$ cat config.mk
export PLATFORM = sky130hd
export DESIGN_NAME = rv_core
export DESIGN_NICKNAME = d
export VERILOG_FILES = /design/src/rv_isa_pkg.sv /design/src/rv_core_pkg.sv /design/src/ex.sv /design/src/id.sv /design/src/ifu.sv /design/src/regs.sv /design/src/rv_core.sv
export SDC_FILE = /design/constraint.sdc
export NUM_CORES = 2
export LEC_CHECK = 0
export BUFFER_PORTS_ARGS = -buffer_cell sky130_fd_sc_hd__buf_4
export CAP_MARGIN = 20
export CORE_ASPECT_RATIO = 1.2
export CORE_MARGIN = 3
export CORE_UTILIZATION = 50
export CTS_BUF_LIST = sky130_fd_sc_hd__clkbuf_4 sky130_fd_sc_hd__clkbuf_8
export DETAILED_ROUTE_END_ITERATION = 7
export PLACE_DENSITY = 0.77
export SYNTH_ARGS = -nofsm -noshare
export SYNTH_HDL_FRONTEND = slang
export SYNTH_SLANG_ARGS = --single-unit
$ cat constraint.sdc
create_clock -name clk_i -period 6.5 [get_ports clk_i]
set_input_delay 1.3 -clock clk_i [delete_from_list [all_inputs] [get_ports clk_i]]
set_output_delay 1.3 -clock clk_i [all_outputs]
set_load 0.01 [all_outputs]
$ cat src/rv_isa_pkg.sv
`default_nettype none

package rv_isa_pkg;

    localparam int XLEN     = 32;
    localparam int NUM_REGS = 32;

    typedef logic [XLEN-1:0] xlen_t;
    typedef logic [XLEN-1:0] addr_t;
    typedef logic [31:0]     inst_t;
    typedef logic [4:0]      reg_idx_t;
    typedef logic [6:0]      opcode_t;
    typedef logic [2:0]      func3_t;

    localparam addr_t RESET_PC = 32'h0000_0000;
    localparam addr_t PC_STEP  = 32'd4;          // one word per instruction

    localparam int ALT_BIT = 30;                 // func7 bit picking sub and sra

    // major opcodes
    localparam opcode_t OP_TYPE_I = 7'b0010011;
    localparam opcode_t OP_TYPE_R = 7'b0110011;
    localparam opcode_t OP_TYPE_B = 7'b1100011;
    localparam opcode_t OP_JAL    = 7'b1101111;
    localparam opcode_t OP_JALR   = 7'b1100111;
    localparam opcode_t OP_LUI    = 7'b0110111;

    // alu func3, same for I and R forms
    localparam func3_t F3_ADD_SUB = 3'b000;
    localparam func3_t F3_SLL     = 3'b001;
    localparam func3_t F3_SLT     = 3'b010;
    localparam func3_t F3_SLTU    = 3'b011;
    localparam func3_t F3_XOR     = 3'b100;
    localparam func3_t F3_SR      = 3'b101;  // srl / sra
    localparam func3_t F3_OR      = 3'b110;
    localparam func3_t F3_AND     = 3'b111;

    // branch func3
    localparam func3_t F3_BEQ  = 3'b000;
    localparam func3_t F3_BNE  = 3'b001;
    localparam func3_t F3_BLT  = 3'b100;
    localparam func3_t F3_BGE  = 3'b101;
    localparam func3_t F3_BLTU = 3'b110;
    localparam func3_t F3_BGEU = 3'b111;

endpackage

`default_nettype wire

$ cat src/rv_core_pkg.sv
`default_nettype none

package rv_core_pkg;

    import rv_isa_pkg::*;

    typedef struct packed {
        inst_t inst;
        addr_t addr;
        logic  valid;
    } fetch_t;

    typedef struct packed {
        inst_t    inst;
        addr_t    addr;
        xlen_t    op1;
        xlen_t    op2;
        reg_idx_t rd;
        logic     wen;
        logic     valid;
    } dec_t;

    typedef struct packed {
        logic     valid;
        reg_idx_t rd;
        xlen_t    data;
    } wb_t;

    // retire plus next fetch address
    typedef struct packed {
        logic  valid;
        addr_t addr;
    } redirect_t;

    typedef enum logic [1:0] {
        IDLE,
        REQ,
        WAIT_DROP,
        HOLD
    } fetch_state_e;

endpackage

`default_nettype wire

$ cat src/ex.sv
`timescale 1ns/1ns
`default_nettype none

module ex (
    input  wire                    clk_i,
    input  wire                    rst_n_i,
    input  wire rv_core_pkg::dec_t dec_i,
    output rv_core_pkg::wb_t       wb_o,
    output rv_core_pkg::redirect_t redirect_o
);

    import rv_isa_pkg::*;
    import rv_core_pkg::*;

    dec_t    dec_q;
    logic    valid_q;
    opcode_t opcode;
    func3_t  func3;
    logic    alt;
    xlen_t   imm_b;
    xlen_t   link;
    xlen_t   sra_res;
    xlen_t   jalr_sum;
    xlen_t   alu_res;
    logic    taken;
    addr_t   next_pc;
    xlen_t   wb_data;

    always_ff @(posedge clk_i or negedge rst_n_i) begin
        if (!rst_n_i) begin
            valid_q <= 1'b0;
        end else begin
            valid_q <= dec_i.valid;
        end
    end

    always_ff @(posedge clk_i) begin
        dec_q <= dec_i;
    end

    assign opcode   = dec_q.inst[6:0];
    assign func3    = dec_q.inst[14:12];
    assign alt      = dec_q.inst[ALT_BIT];
    assign imm_b    = {{20{dec_q.inst[31]}}, dec_q.inst[7], dec_q.inst[30:25],
                       dec_q.inst[11:8], 1'b0};
    assign link     = dec_q.addr + PC_STEP;
    assign sra_res  = $signed(dec_q.op1) >>> dec_q.op2[4:0];
    assign jalr_sum = dec_q.op1 + dec_q.op2;

    always_comb begin
        alu_res = '0;
        case (func3)
            F3_ADD_SUB: begin
                if (opcode == OP_TYPE_R && alt) alu_res = dec_q.op1 - dec_q.op2;
                else alu_res = dec_q.op1 + dec_q.op2;  // addi has no sub
            end
            F3_SLL:  alu_res = dec_q.op1 << dec_q.op2[4:0];
            F3_SLT:  alu_res = {31'b0, $signed(dec_q.op1) < $signed(dec_q.op2)};
            F3_SLTU: alu_res = {31'b0, dec_q.op1 < dec_q.op2};
            F3_XOR:  alu_res = dec_q.op1 ^ dec_q.op2;
            F3_SR:   alu_res = alt ? sra_res : dec_q.op1 >> dec_q.op2[4:0];
            F3_OR:   alu_res = dec_q.op1 | dec_q.op2;
            F3_AND:  alu_res = dec_q.op1 & dec_q.op2;
            default: alu_res = '0;
        endcase
    end

    always_comb begin
        taken = 1'b0;
        case (func3)
            F3_BEQ:  taken = (dec_q.op1 == dec_q.op2);
            F3_BNE:  taken = (dec_q.op1 != dec_q.op2);
            F3_BLT:  taken = ($signed(dec_q.op1) < $signed(dec_q.op2));
            F3_BGE:  taken = ($signed(dec_q.op1) >= $signed(dec_q.op2));
            F3_BLTU: taken = (dec_q.op1 < dec_q.op2);
            F3_BGEU: taken = (dec_q.op1 >= dec_q.op2);
            default: taken = 1'b0;
        endcase
    end

    always_comb begin
        wb_data = alu_res;
        next_pc = link;  // fall through
        case (opcode)
            OP_JAL: begin
                wb_data = link;
                next_pc = dec_q.addr + dec_q.op1;
            end
            OP_JALR: begin
                wb_data = link;
                next_pc = {jalr_sum[31:1], 1'b0};
            end
            OP_LUI: wb_data = dec_q.op1;
            OP_TYPE_B: begin
                if (taken) next_pc = dec_q.addr + imm_b;
            end
            default: wb_data = alu_res;
        endcase
    end

    assign wb_o       = '{valid: valid_q && dec_q.wen, rd: dec_q.rd, data: wb_data};
    assign redirect_o = '{valid: valid_q, addr: next_pc};

endmodule

`default_nettype wire

$ cat src/id.sv
`timescale 1ns/1ns
`default_nettype none

module id (
    input  wire rv_core_pkg::fetch_t fetch_i,
    input  wire rv_isa_pkg::xlen_t   rs1_data_i,
    input  wire rv_isa_pkg::xlen_t   rs2_data_i,
    output rv_isa_pkg::reg_idx_t     rs1_addr_o,
    output rv_isa_pkg::reg_idx_t     rs2_addr_o,
    output rv_core_pkg::dec_t        dec_o
);

    import rv_isa_pkg::*;

    inst_t    inst;
    opcode_t  opcode;
    func3_t   func3;
    reg_idx_t rd;
    reg_idx_t rs1;
    reg_idx_t rs2;
    xlen_t    imm_i;
    xlen_t    imm_j;
    xlen_t    imm_u;
    xlen_t    shamt;

    assign inst   = fetch_i.inst;
    assign opcode = inst[6:0];
    assign rd     = inst[11:7];
    assign func3  = inst[14:12];
    assign rs1    = inst[19:15];
    assign rs2    = inst[24:20];

    assign imm_i = {{20{inst[31]}}, inst[31:20]};  // sign extended
    assign imm_j = {{12{inst[31]}}, inst[19:12], inst[20], inst[30:21], 1'b0};
    assign imm_u = {inst[31:12], 12'b0};
    assign shamt = {27'b0, inst[24:20]};

    always_comb begin
        rs1_addr_o  = '0;
        rs2_addr_o  = '0;
        dec_o.inst  = inst;
        dec_o.addr  = fetch_i.addr;
        dec_o.op1   = '0;
        dec_o.op2   = '0;
        dec_o.rd    = '0;
        dec_o.wen   = 1'b0;
        dec_o.valid = fetch_i.valid;  // bubbles still retire
        case (opcode)
            OP_TYPE_I: begin
                rs1_addr_o = rs1;
                dec_o.op1  = rs1_data_i;
                dec_o.rd   = rd;
                dec_o.wen  = 1'b1;
                case (func3)
                    F3_SLL, F3_SR: dec_o.op2 = shamt;
                    default:       dec_o.op2 = imm_i;
                endcase
            end
            OP_TYPE_R: begin
                rs1_addr_o = rs1;
                rs2_addr_o = rs2;
                dec_o.op1  = rs1_data_i;
                dec_o.op2  = rs2_data_i;
                dec_o.rd   = rd;
                dec_o.wen  = 1'b1;
            end
            OP_TYPE_B: begin
                case (func3)
                    F3_BEQ, F3_BNE, F3_BLT, F3_BGE, F3_BLTU, F3_BGEU: begin
                        rs1_addr_o = rs1;
                        rs2_addr_o = rs2;
                        dec_o.op1  = rs1_data_i;
                        dec_o.op2  = rs2_data_i;
                    end
                    default: begin
                        dec_o.op1 = '0;  // bad func3, falls through
                    end
                endcase
            end
            OP_JAL: begin
                dec_o.op1 = imm_j;  // pc offset
                dec_o.rd  = rd;
                dec_o.wen = 1'b1;
            end
            OP_JALR: begin
                rs1_addr_o = rs1;
                dec_o.op1  = rs1_data_i;
                dec_o.op2  = imm_i;
                dec_o.rd   = rd;
                dec_o.wen  = 1'b1;
            end
            OP_LUI: begin
                dec_o.op1 = imm_u;
                dec_o.rd  = rd;
                dec_o.wen = 1'b1;
            end
            default: begin
                dec_o.wen = 1'b0;  // unknown opcode
            end
        endcase
    end

endmodule

`default_nettype wire

$ cat src/ifu.sv
`timescale 1ns/1ns
`default_nettype none

module ifu (
    input  wire                         clk_i,
    input  wire                         rst_n_i,
    input  wire rv_core_pkg::redirect_t redirect_i,
    input  wire                         imem_ack_i,
    input  wire rv_isa_pkg::inst_t      imem_data_i,
    output logic                        imem_req_o,
    output rv_isa_pkg::addr_t           imem_addr_o,
    output rv_core_pkg::fetch_t         fetch_o
);

    import rv_isa_pkg::*;
    import rv_core_pkg::*;

    fetch_state_e state_q;
    fetch_state_e state_d;
    addr_t        pc_q;
    inst_t        inst_q;
    logic         valid_q;
    logic         retired_q;  // retire came before ack dropped
    logic         capture;

    assign capture = (state_q == REQ) && imem_ack_i;

    always_comb begin
        state_d = state_q;
        case (state_q)
            IDLE: begin
                if (!imem_ack_i) state_d = REQ;
            end
            REQ: begin
                if (imem_ack_i) state_d = WAIT_DROP;
            end
            WAIT_DROP: begin
                if (!imem_ack_i) begin
                    state_d = (retired_q || redirect_i.valid) ? REQ : HOLD;
                end
            end
            HOLD: begin
                if (redirect_i.valid) state_d = REQ;
            end
            default: state_d = IDLE;
        endcase
    end

    always_ff @(posedge clk_i or negedge rst_n_i) begin
        if (!rst_n_i) begin
            state_q   <= IDLE;
            pc_q      <= RESET_PC;
            valid_q   <= 1'b0;
            retired_q <= 1'b0;
        end else begin
            state_q   <= state_d;
            valid_q   <= capture;  // one cycle pulse
            retired_q <= (state_q == WAIT_DROP) && (retired_q || redirect_i.valid);
            if (redirect_i.valid) pc_q <= redirect_i.addr;
        end
    end

    always_ff @(posedge clk_i) begin
        if (capture) inst_q <= imem_data_i;
    end

    assign imem_req_o  = (state_q == REQ);
    assign imem_addr_o = pc_q;  // stable until next retire
    assign fetch_o     = '{inst: inst_q, addr: pc_q, valid: valid_q};

endmodule

`default_nettype wire

$ cat src/regs.sv
`timescale 1ns/1ns
`default_nettype none

module regs (
    input  wire                       clk_i,
    input  wire                       rst_n_i,
    input  wire rv_isa_pkg::reg_idx_t rs1_addr_i,
    input  wire rv_isa_pkg::reg_idx_t rs2_addr_i,
    input  wire rv_core_pkg::wb_t     wb_i,
    output rv_isa_pkg::xlen_t         rs1_data_o,
    output rv_isa_pkg::xlen_t         rs2_data_o
);

    import rv_isa_pkg::*;

    xlen_t rf_q [NUM_REGS];

    always_ff @(posedge clk_i or negedge rst_n_i) begin
        if (!rst_n_i) begin
            for (int i = 0; i < NUM_REGS; i++) begin
                rf_q[i] <= '0;
            end
        end else if (wb_i.valid && (wb_i.rd != '0)) begin
            rf_q[wb_i.rd] <= wb_i.data;  // x0 never written
        end
    end

    // x0 reads as zero
    assign rs1_data_o = (rs1_addr_i == '0) ? '0 : rf_q[rs1_addr_i];
    assign rs2_data_o = (rs2_addr_i == '0) ? '0 : rf_q[rs2_addr_i];

endmodule

`default_nettype wire

$ cat src/rv_core.sv
`timescale 1ns/1ns
`default_nettype none

module rv_core (
    input  wire                    clk_i,
    input  wire                    rst_n_i,
    output logic                   imem_req_o,
    output rv_isa_pkg::addr_t      imem_addr_o,
    input  wire                    imem_ack_i,
    input  wire rv_isa_pkg::inst_t imem_data_i,
    output rv_core_pkg::wb_t       commit_o
);

    import rv_isa_pkg::*;
    import rv_core_pkg::*;

    fetch_t    fetch;
    reg_idx_t  rs1_addr;
    reg_idx_t  rs2_addr;
    xlen_t     rs1_data;
    xlen_t     rs2_data;
    dec_t      dec;
    wb_t       wb;
    redirect_t redirect;

    ifu u_ifu (
        .clk_i       (clk_i),
        .rst_n_i     (rst_n_i),
        .redirect_i  (redirect),
        .imem_ack_i  (imem_ack_i),
        .imem_data_i (imem_data_i),
        .imem_req_o  (imem_req_o),
        .imem_addr_o (imem_addr_o),
        .fetch_o     (fetch)
    );

    id u_id (
        .fetch_i    (fetch),
        .rs1_data_i (rs1_data),
        .rs2_data_i (rs2_data),
        .rs1_addr_o (rs1_addr),
        .rs2_addr_o (rs2_addr),
        .dec_o      (dec)
    );

    regs u_regs (
        .clk_i      (clk_i),
        .rst_n_i    (rst_n_i),
        .rs1_addr_i (rs1_addr),
        .rs2_addr_i (rs2_addr),
        .wb_i       (wb),
        .rs1_data_o (rs1_data),
        .rs2_data_o (rs2_data)
    );

    ex u_ex (
        .clk_i      (clk_i),
        .rst_n_i    (rst_n_i),
        .dec_i      (dec),
        .wb_o       (wb),
        .redirect_o (redirect)
    );

    assign commit_o = wb;  // retire write port

endmodule

`default_nettype wire

* Word-level counts from Yosys, hierarchy flattened
Cells that the tools add are included.
Operators by class: reduce and logical (&&, ||, !) cells 19, add/sub/neg operators 5, bitwise gates (word level) 6, shift operators 3, mux-type cells 34, equality and inequality tests 32, order comparisons 8
Operators with widths (count):
- $bwmux W1024 | 1
- $mux W32 | 13
- $bmux W32 S5 | 2
- $pmux W32 S4 | 2
- $pmux W32 S8 | 1
- $demux W32 S5 | 1
- $add A32 B32 Y32 | 3
- $pmux W32 S3 | 1
- $ge A32 B32 Y1 | 2
- $lt A32 B32 Y1 | 2
- $pmux W32 S2 | 1
- $eq A7 B7 Y1 const B | 6
- $add A32 B3 Y32 const B | 1
- $and A32 B32 Y32 | 1
- $eq A32 B32 Y1 | 1
- $ne A32 B32 Y1 | 1
- $or A32 B32 Y32 | 1
- $shl A32 B5 Y32 | 1
- $shr A32 B5 Y32 | 1
- $sshr A32 B5 Y32 | 1
- $sub A32 B32 Y32 | 1
- $xor A32 B32 Y32 | 1
- $eq A7 B6 Y1 const B | 4
- $eq A3 B3 Y1 const B | 8
- other kinds (27) | 50
Word-level totals: output and inout port bits 71, register bits 1227, word-level logic and storage cells 151, input bits 35

* Logic depth before layout (Yosys ltp)
word-level depth 11, depth in mapped cells 18, mapped depth without buffers 14

* Modules after synthesis
A second synthesis with hierarchy kept.
Unflattened totals: cells, all modules 6149, area total of the unflattened synthesis 75233.4 µm²
Modules (own cells, without submodules):
- regs | instances 1, sequential area each 25624.6 µm², area each 54444.7 µm², cells each 3624
- ex | instances 1, sequential area each 2507.4 µm², area each 16594.7 µm², cells each 2184
- ifu | instances 1, sequential area each 1861.8 µm², area each 2806.4 µm², cells each 155
- id | instances 1, sequential area each 0.0 µm², area each 1387.6 µm², cells each 186

* Worst setup path before layout
No wires, ideal clock.
kind flip-flop to output port, start reg u_ex.dec_q[9] (netlist bit), end out commit_o[29] (netlist bit), required time 5.200 ns, data arrival time 4.426 ns, path buffers 5, cell stages (with the launch flop) 19, setup slack 0.774 ns, cells stage by stage dfxtp_1 clkbuf_1 inv_1 clkbuf_1 buf_1 ha_1 clkbuf_1 nor3_1 nand2_1 a2111oi_2 o21ai_1 a211o_1 a211o_1 a32oi_1 xnor2_1 nand2_1 a221oi_1 buf_2 inv_1
RTL lines:
- from (decl) | line ex.sv:15 | dec_t dec_q;
- from (signal assigned) | line ex.sv:38 | dec_q <= dec_i;
- to (decl) | line rv_core.sv:11 | output rv_core_pkg::wb_t commit_o

==> out/metrics.cfg <==
[final_layout]
area_growth_pct = 9.60
fin_nets = 8846
fillerInstances = 13212
layout_commonest_cell = nand2_1
drive_above_1_share_pct = 10.9
mostFrequentLayoutCells = nand2_1, o21ai_0, dfrtp_1

[worst_setup_path]
startpoint_type = flop
r2r_end = u_ex.dec_q[37]
critical_path.endpoint_type = primary output
slowest_stage = dfxtp_1
cp_data_required_time_ns = 5.20
path_max_fanout = 9
cp_top_family = compound AO/OA/AOI/OAI gates
cp_cell_sequence = inv_1 -> ha_2 -> inv_1 -> a2111oi_4 -> a2111oi_4 -> buf_4 -> a211oi_2 -> o211ai_2 -> xnor2_2 -> nand3_1 -> a31oi_1 -> a221oi_4 -> buf_12 -> inv_1 -> buf_4
worst-path-stages = 15
reg2reg_slack_ns = 1.20
endpoint = commit_o[0]
worstSetupPathType = reg2out
reg2regPathDepth = 12
cp-startpoint = u_ex.dec_q[44]
arrival_ns = 5.11
cp_num_buf_inv = 6
r2r_start = u_ifu.inst_q[13]
max_stage_delay_ns = 0.55
critPathMostFrequentCell = inv_1

[synthesis]
yosysWarnings = 0
synth.cell_area_um2 = 75600
synth_cell_types = 90
synth_nets = 9182
syn_avg_cell_area_um2 = 8.42
syn_inst = 8979
synthArstFlopShare_pct = 87.2
synth_seq_area_share_pct = 39.7
synth_edf_count = 32
synth_ff_type = dfrtp_1
synth-seq-cells = 1217

[cts]
cts.path.max_buffers = 3
htree_levels = 4
cts_tree = yes
cts-buffers-inserted = 198
clk_pin_slew_ns = 0.06
clk_root_buffer_cell = clkbuf_8
worstSkewPairLatency_ns = 1.01
cts.sinks = 1217

[power_and_ir_drop]
power.leakage_uw = 0.0349
p_sw_share_pct = 36.5
clock_power_share_pct = 34.3
power_frac_seq_pct = 37.7
power_frac_comb_pct = 28.1
p_switching_uw = 8060
powerDensity_nw_per_um2 = 267
ir_worst_vdd_mv = 0.147
total_power_uw = 22100
p_int_uw = 14000

[routing]
drc_errors = 0
dr_total_vias = 72337
routedWlPerCell_um = 28.6
ant_nets = 0
drtIter0Drc = 9257
vias_per_cell = 6.71
dr.pass1.iters = 7
wl_um = 308000

[die]
die_area_um2 = 156000
start_util_pct = 50.6
ios = 106
core_area_um2 = 150000
dieHeight_um = 432
rows = 155
dieWidth_um = 361

[global_routing]
grt_pass1_vias = 69845
antenna_found_initial = 13
grt_pass1_wl_um = 453000
grt_overflow_total = 0
grt_usage_pct = 38.5
grt_start_max_net_pins = 178

[sta]
finalHoldViolations = 0
period_needed_ns = 6.41
setup_viol = 0
worst_pin_slew_ns = 1.24
rsz0062_at_grt = true
max_freq_mhz = 156
slew_headroom_pct = 17.2
min_period_over_period_pct = 98.6
slew_violations = 0
setup_ws_ns = 0.0920
final.setup_skew_ns = 0.0524

[placement]
portBuffers = 105
pre_cts_ws_ns = 0.696
gp_congestion = 1.06
hpwl_um = 193000

[run]
max-cap-violations = 0

[worst_hold_path]
min_path_type = in2async

[status]
status = finished, final reports clean

[through the flow]
| step | cells | area, um^2 | setup TNS (ns) | hold WS [ns] | util [%] |
|---|---|---|---|---|---|
| global route | 10767 | 82800 | -0.0388 | 0.313 | 55.4 |
| finish | 10778 | 82900 | 0 | 0.293 | 55.4 |
| floorplan | 8979 | 75600 | 0 | 0.331 | - |
| CTS | 10758 | 82700 | -0.0290 | 0.299 | 55.3 |
| detailed placement | 10395 | 78100 | 0 | 0.339 | 52.2 |
| global placement | 10395 | 78100 | 0 | 0.333 | 52.2 |
[cells in the mapped netlist, drive strengths merged (124+ instances only)]
| cell type | n | area [um^2] |
|---|---|---|
| mux2i | 765 | 7660 |
| nand2 | 1404 | 5280 |
| a21oi | 624 | 3120 |
| buf | 142 | 754 |
| a221oi | 217 | 1910 |
| o21ai | 1372 | 6970 |
| dfxtp | 124 | 2480 |
| nor2 | 753 | 2830 |
| a211oi | 338 | 2540 |
| ha | 164 | 2050 |
| clkbuf | 754 | 2830 |
| inv | 143 | 537 |
| dfrtp | 1061 | 26600 |
[per-layer routing]
layer  vias to the layer above  part of all wire [%]  routed length, um  GRT usage, %
met3                      1308                    11              35000          10.4
met4                         4                   8.4              26000          28.8
met2                      4732                    44             135000          58.7
li1                      31492                     -                  -             -
met5                         -                0.0078                 24             0
met1                     34801                    36             112000          46.8
[sequential cells by signal, summed over array words and instances (netlist names)]
register,cells
u_ex.alt,1
u_ex.dec_q,118
u_ex.valid_q,1
u_ex.wb_o,5
u_ifu.imem_addr_o,32
u_ifu.inst_q,32
u_ifu.retired_q,1
u_ifu.state_q,2
u_ifu.valid_q,1
u_regs.rf_q,1024
[power by group through the flow]
stage / clock network [uW] / registers (uW) / logic [uW]
finish: 7570 / 8320 / 6200
global route: 7930 / 8330 / 6540
CTS: 7610 / 8300 / 5970
detailed placement: 0 / 8430 / 5910
global placement: 0 / 8430 / 5870
floorplan: 0 / 8220 / 3790
[area by class of cell]
type	instances	area, um^2	area share (%)
Antenna cell	14	35.0	0.0423
Clock buffer	318	3980	4.81
Clock inverter	41	487	0.587
Inverter	148	561	0.676
Multi-Input combinational cell	6718	42100	50.8
Sequential cell	1217	30000	36.2
Tap cell	1962	2450	2.96
Timing Repair Buffer	360	3230	3.90
[worst min-delay path by stage]
stage,cells past startpoint,to,from
floorplan,0,u_ex.valid_q,u_ifu.valid_q
global placement,0,u_ex.valid_q,u_ifu.valid_q
detailed placement,0,u_ex.valid_q,u_ifu.valid_q
CTS,1,u_regs.rf_q[807],rst_n_i
global route,1,u_regs.rf_q[999],rst_n_i
finish,1,u_regs.rf_q[550],rst_n_i
[timing repair]
item,CTS,global route
setup endpoints to repair,12,14
gates cloned,0,0
hold buffers,0,0
buffers inserted,4,6
pin swaps,3,6
gates resized for setup,12,14
[worst register-to-register path, cell delays in order, from the launching register on]
cell and delay [ns]:
edfxtp_1 0.52, nor2b_1 0.68, o21ai_1 0.25, and3_1 0.60
nand2_4 0.67, buf_12 0.34, buf_4 0.32, a211oi_1 0.08
a311oi_1 0.35, a211oi_1 0.10, a211oi_1 0.27, a21oi_1 0.12
o21ai_0 0.79
[logic make-up (layout without fill, tap and decap cells)]
kind of cell	count (synthesis)	after routing	share of synthesized area, %
other cells	0	14	0
compound gates	3058	3058	24.7
mux	842	842	12.2
simple gates	2511	2511	13.6
buf+inv	1044	867	5.48
flops	1217	1217	39.7
xor+xnor	139	139	1.61
fa+ha+maj	168	168	2.82
Note: power is estimated with default switching activity, not from simulation.
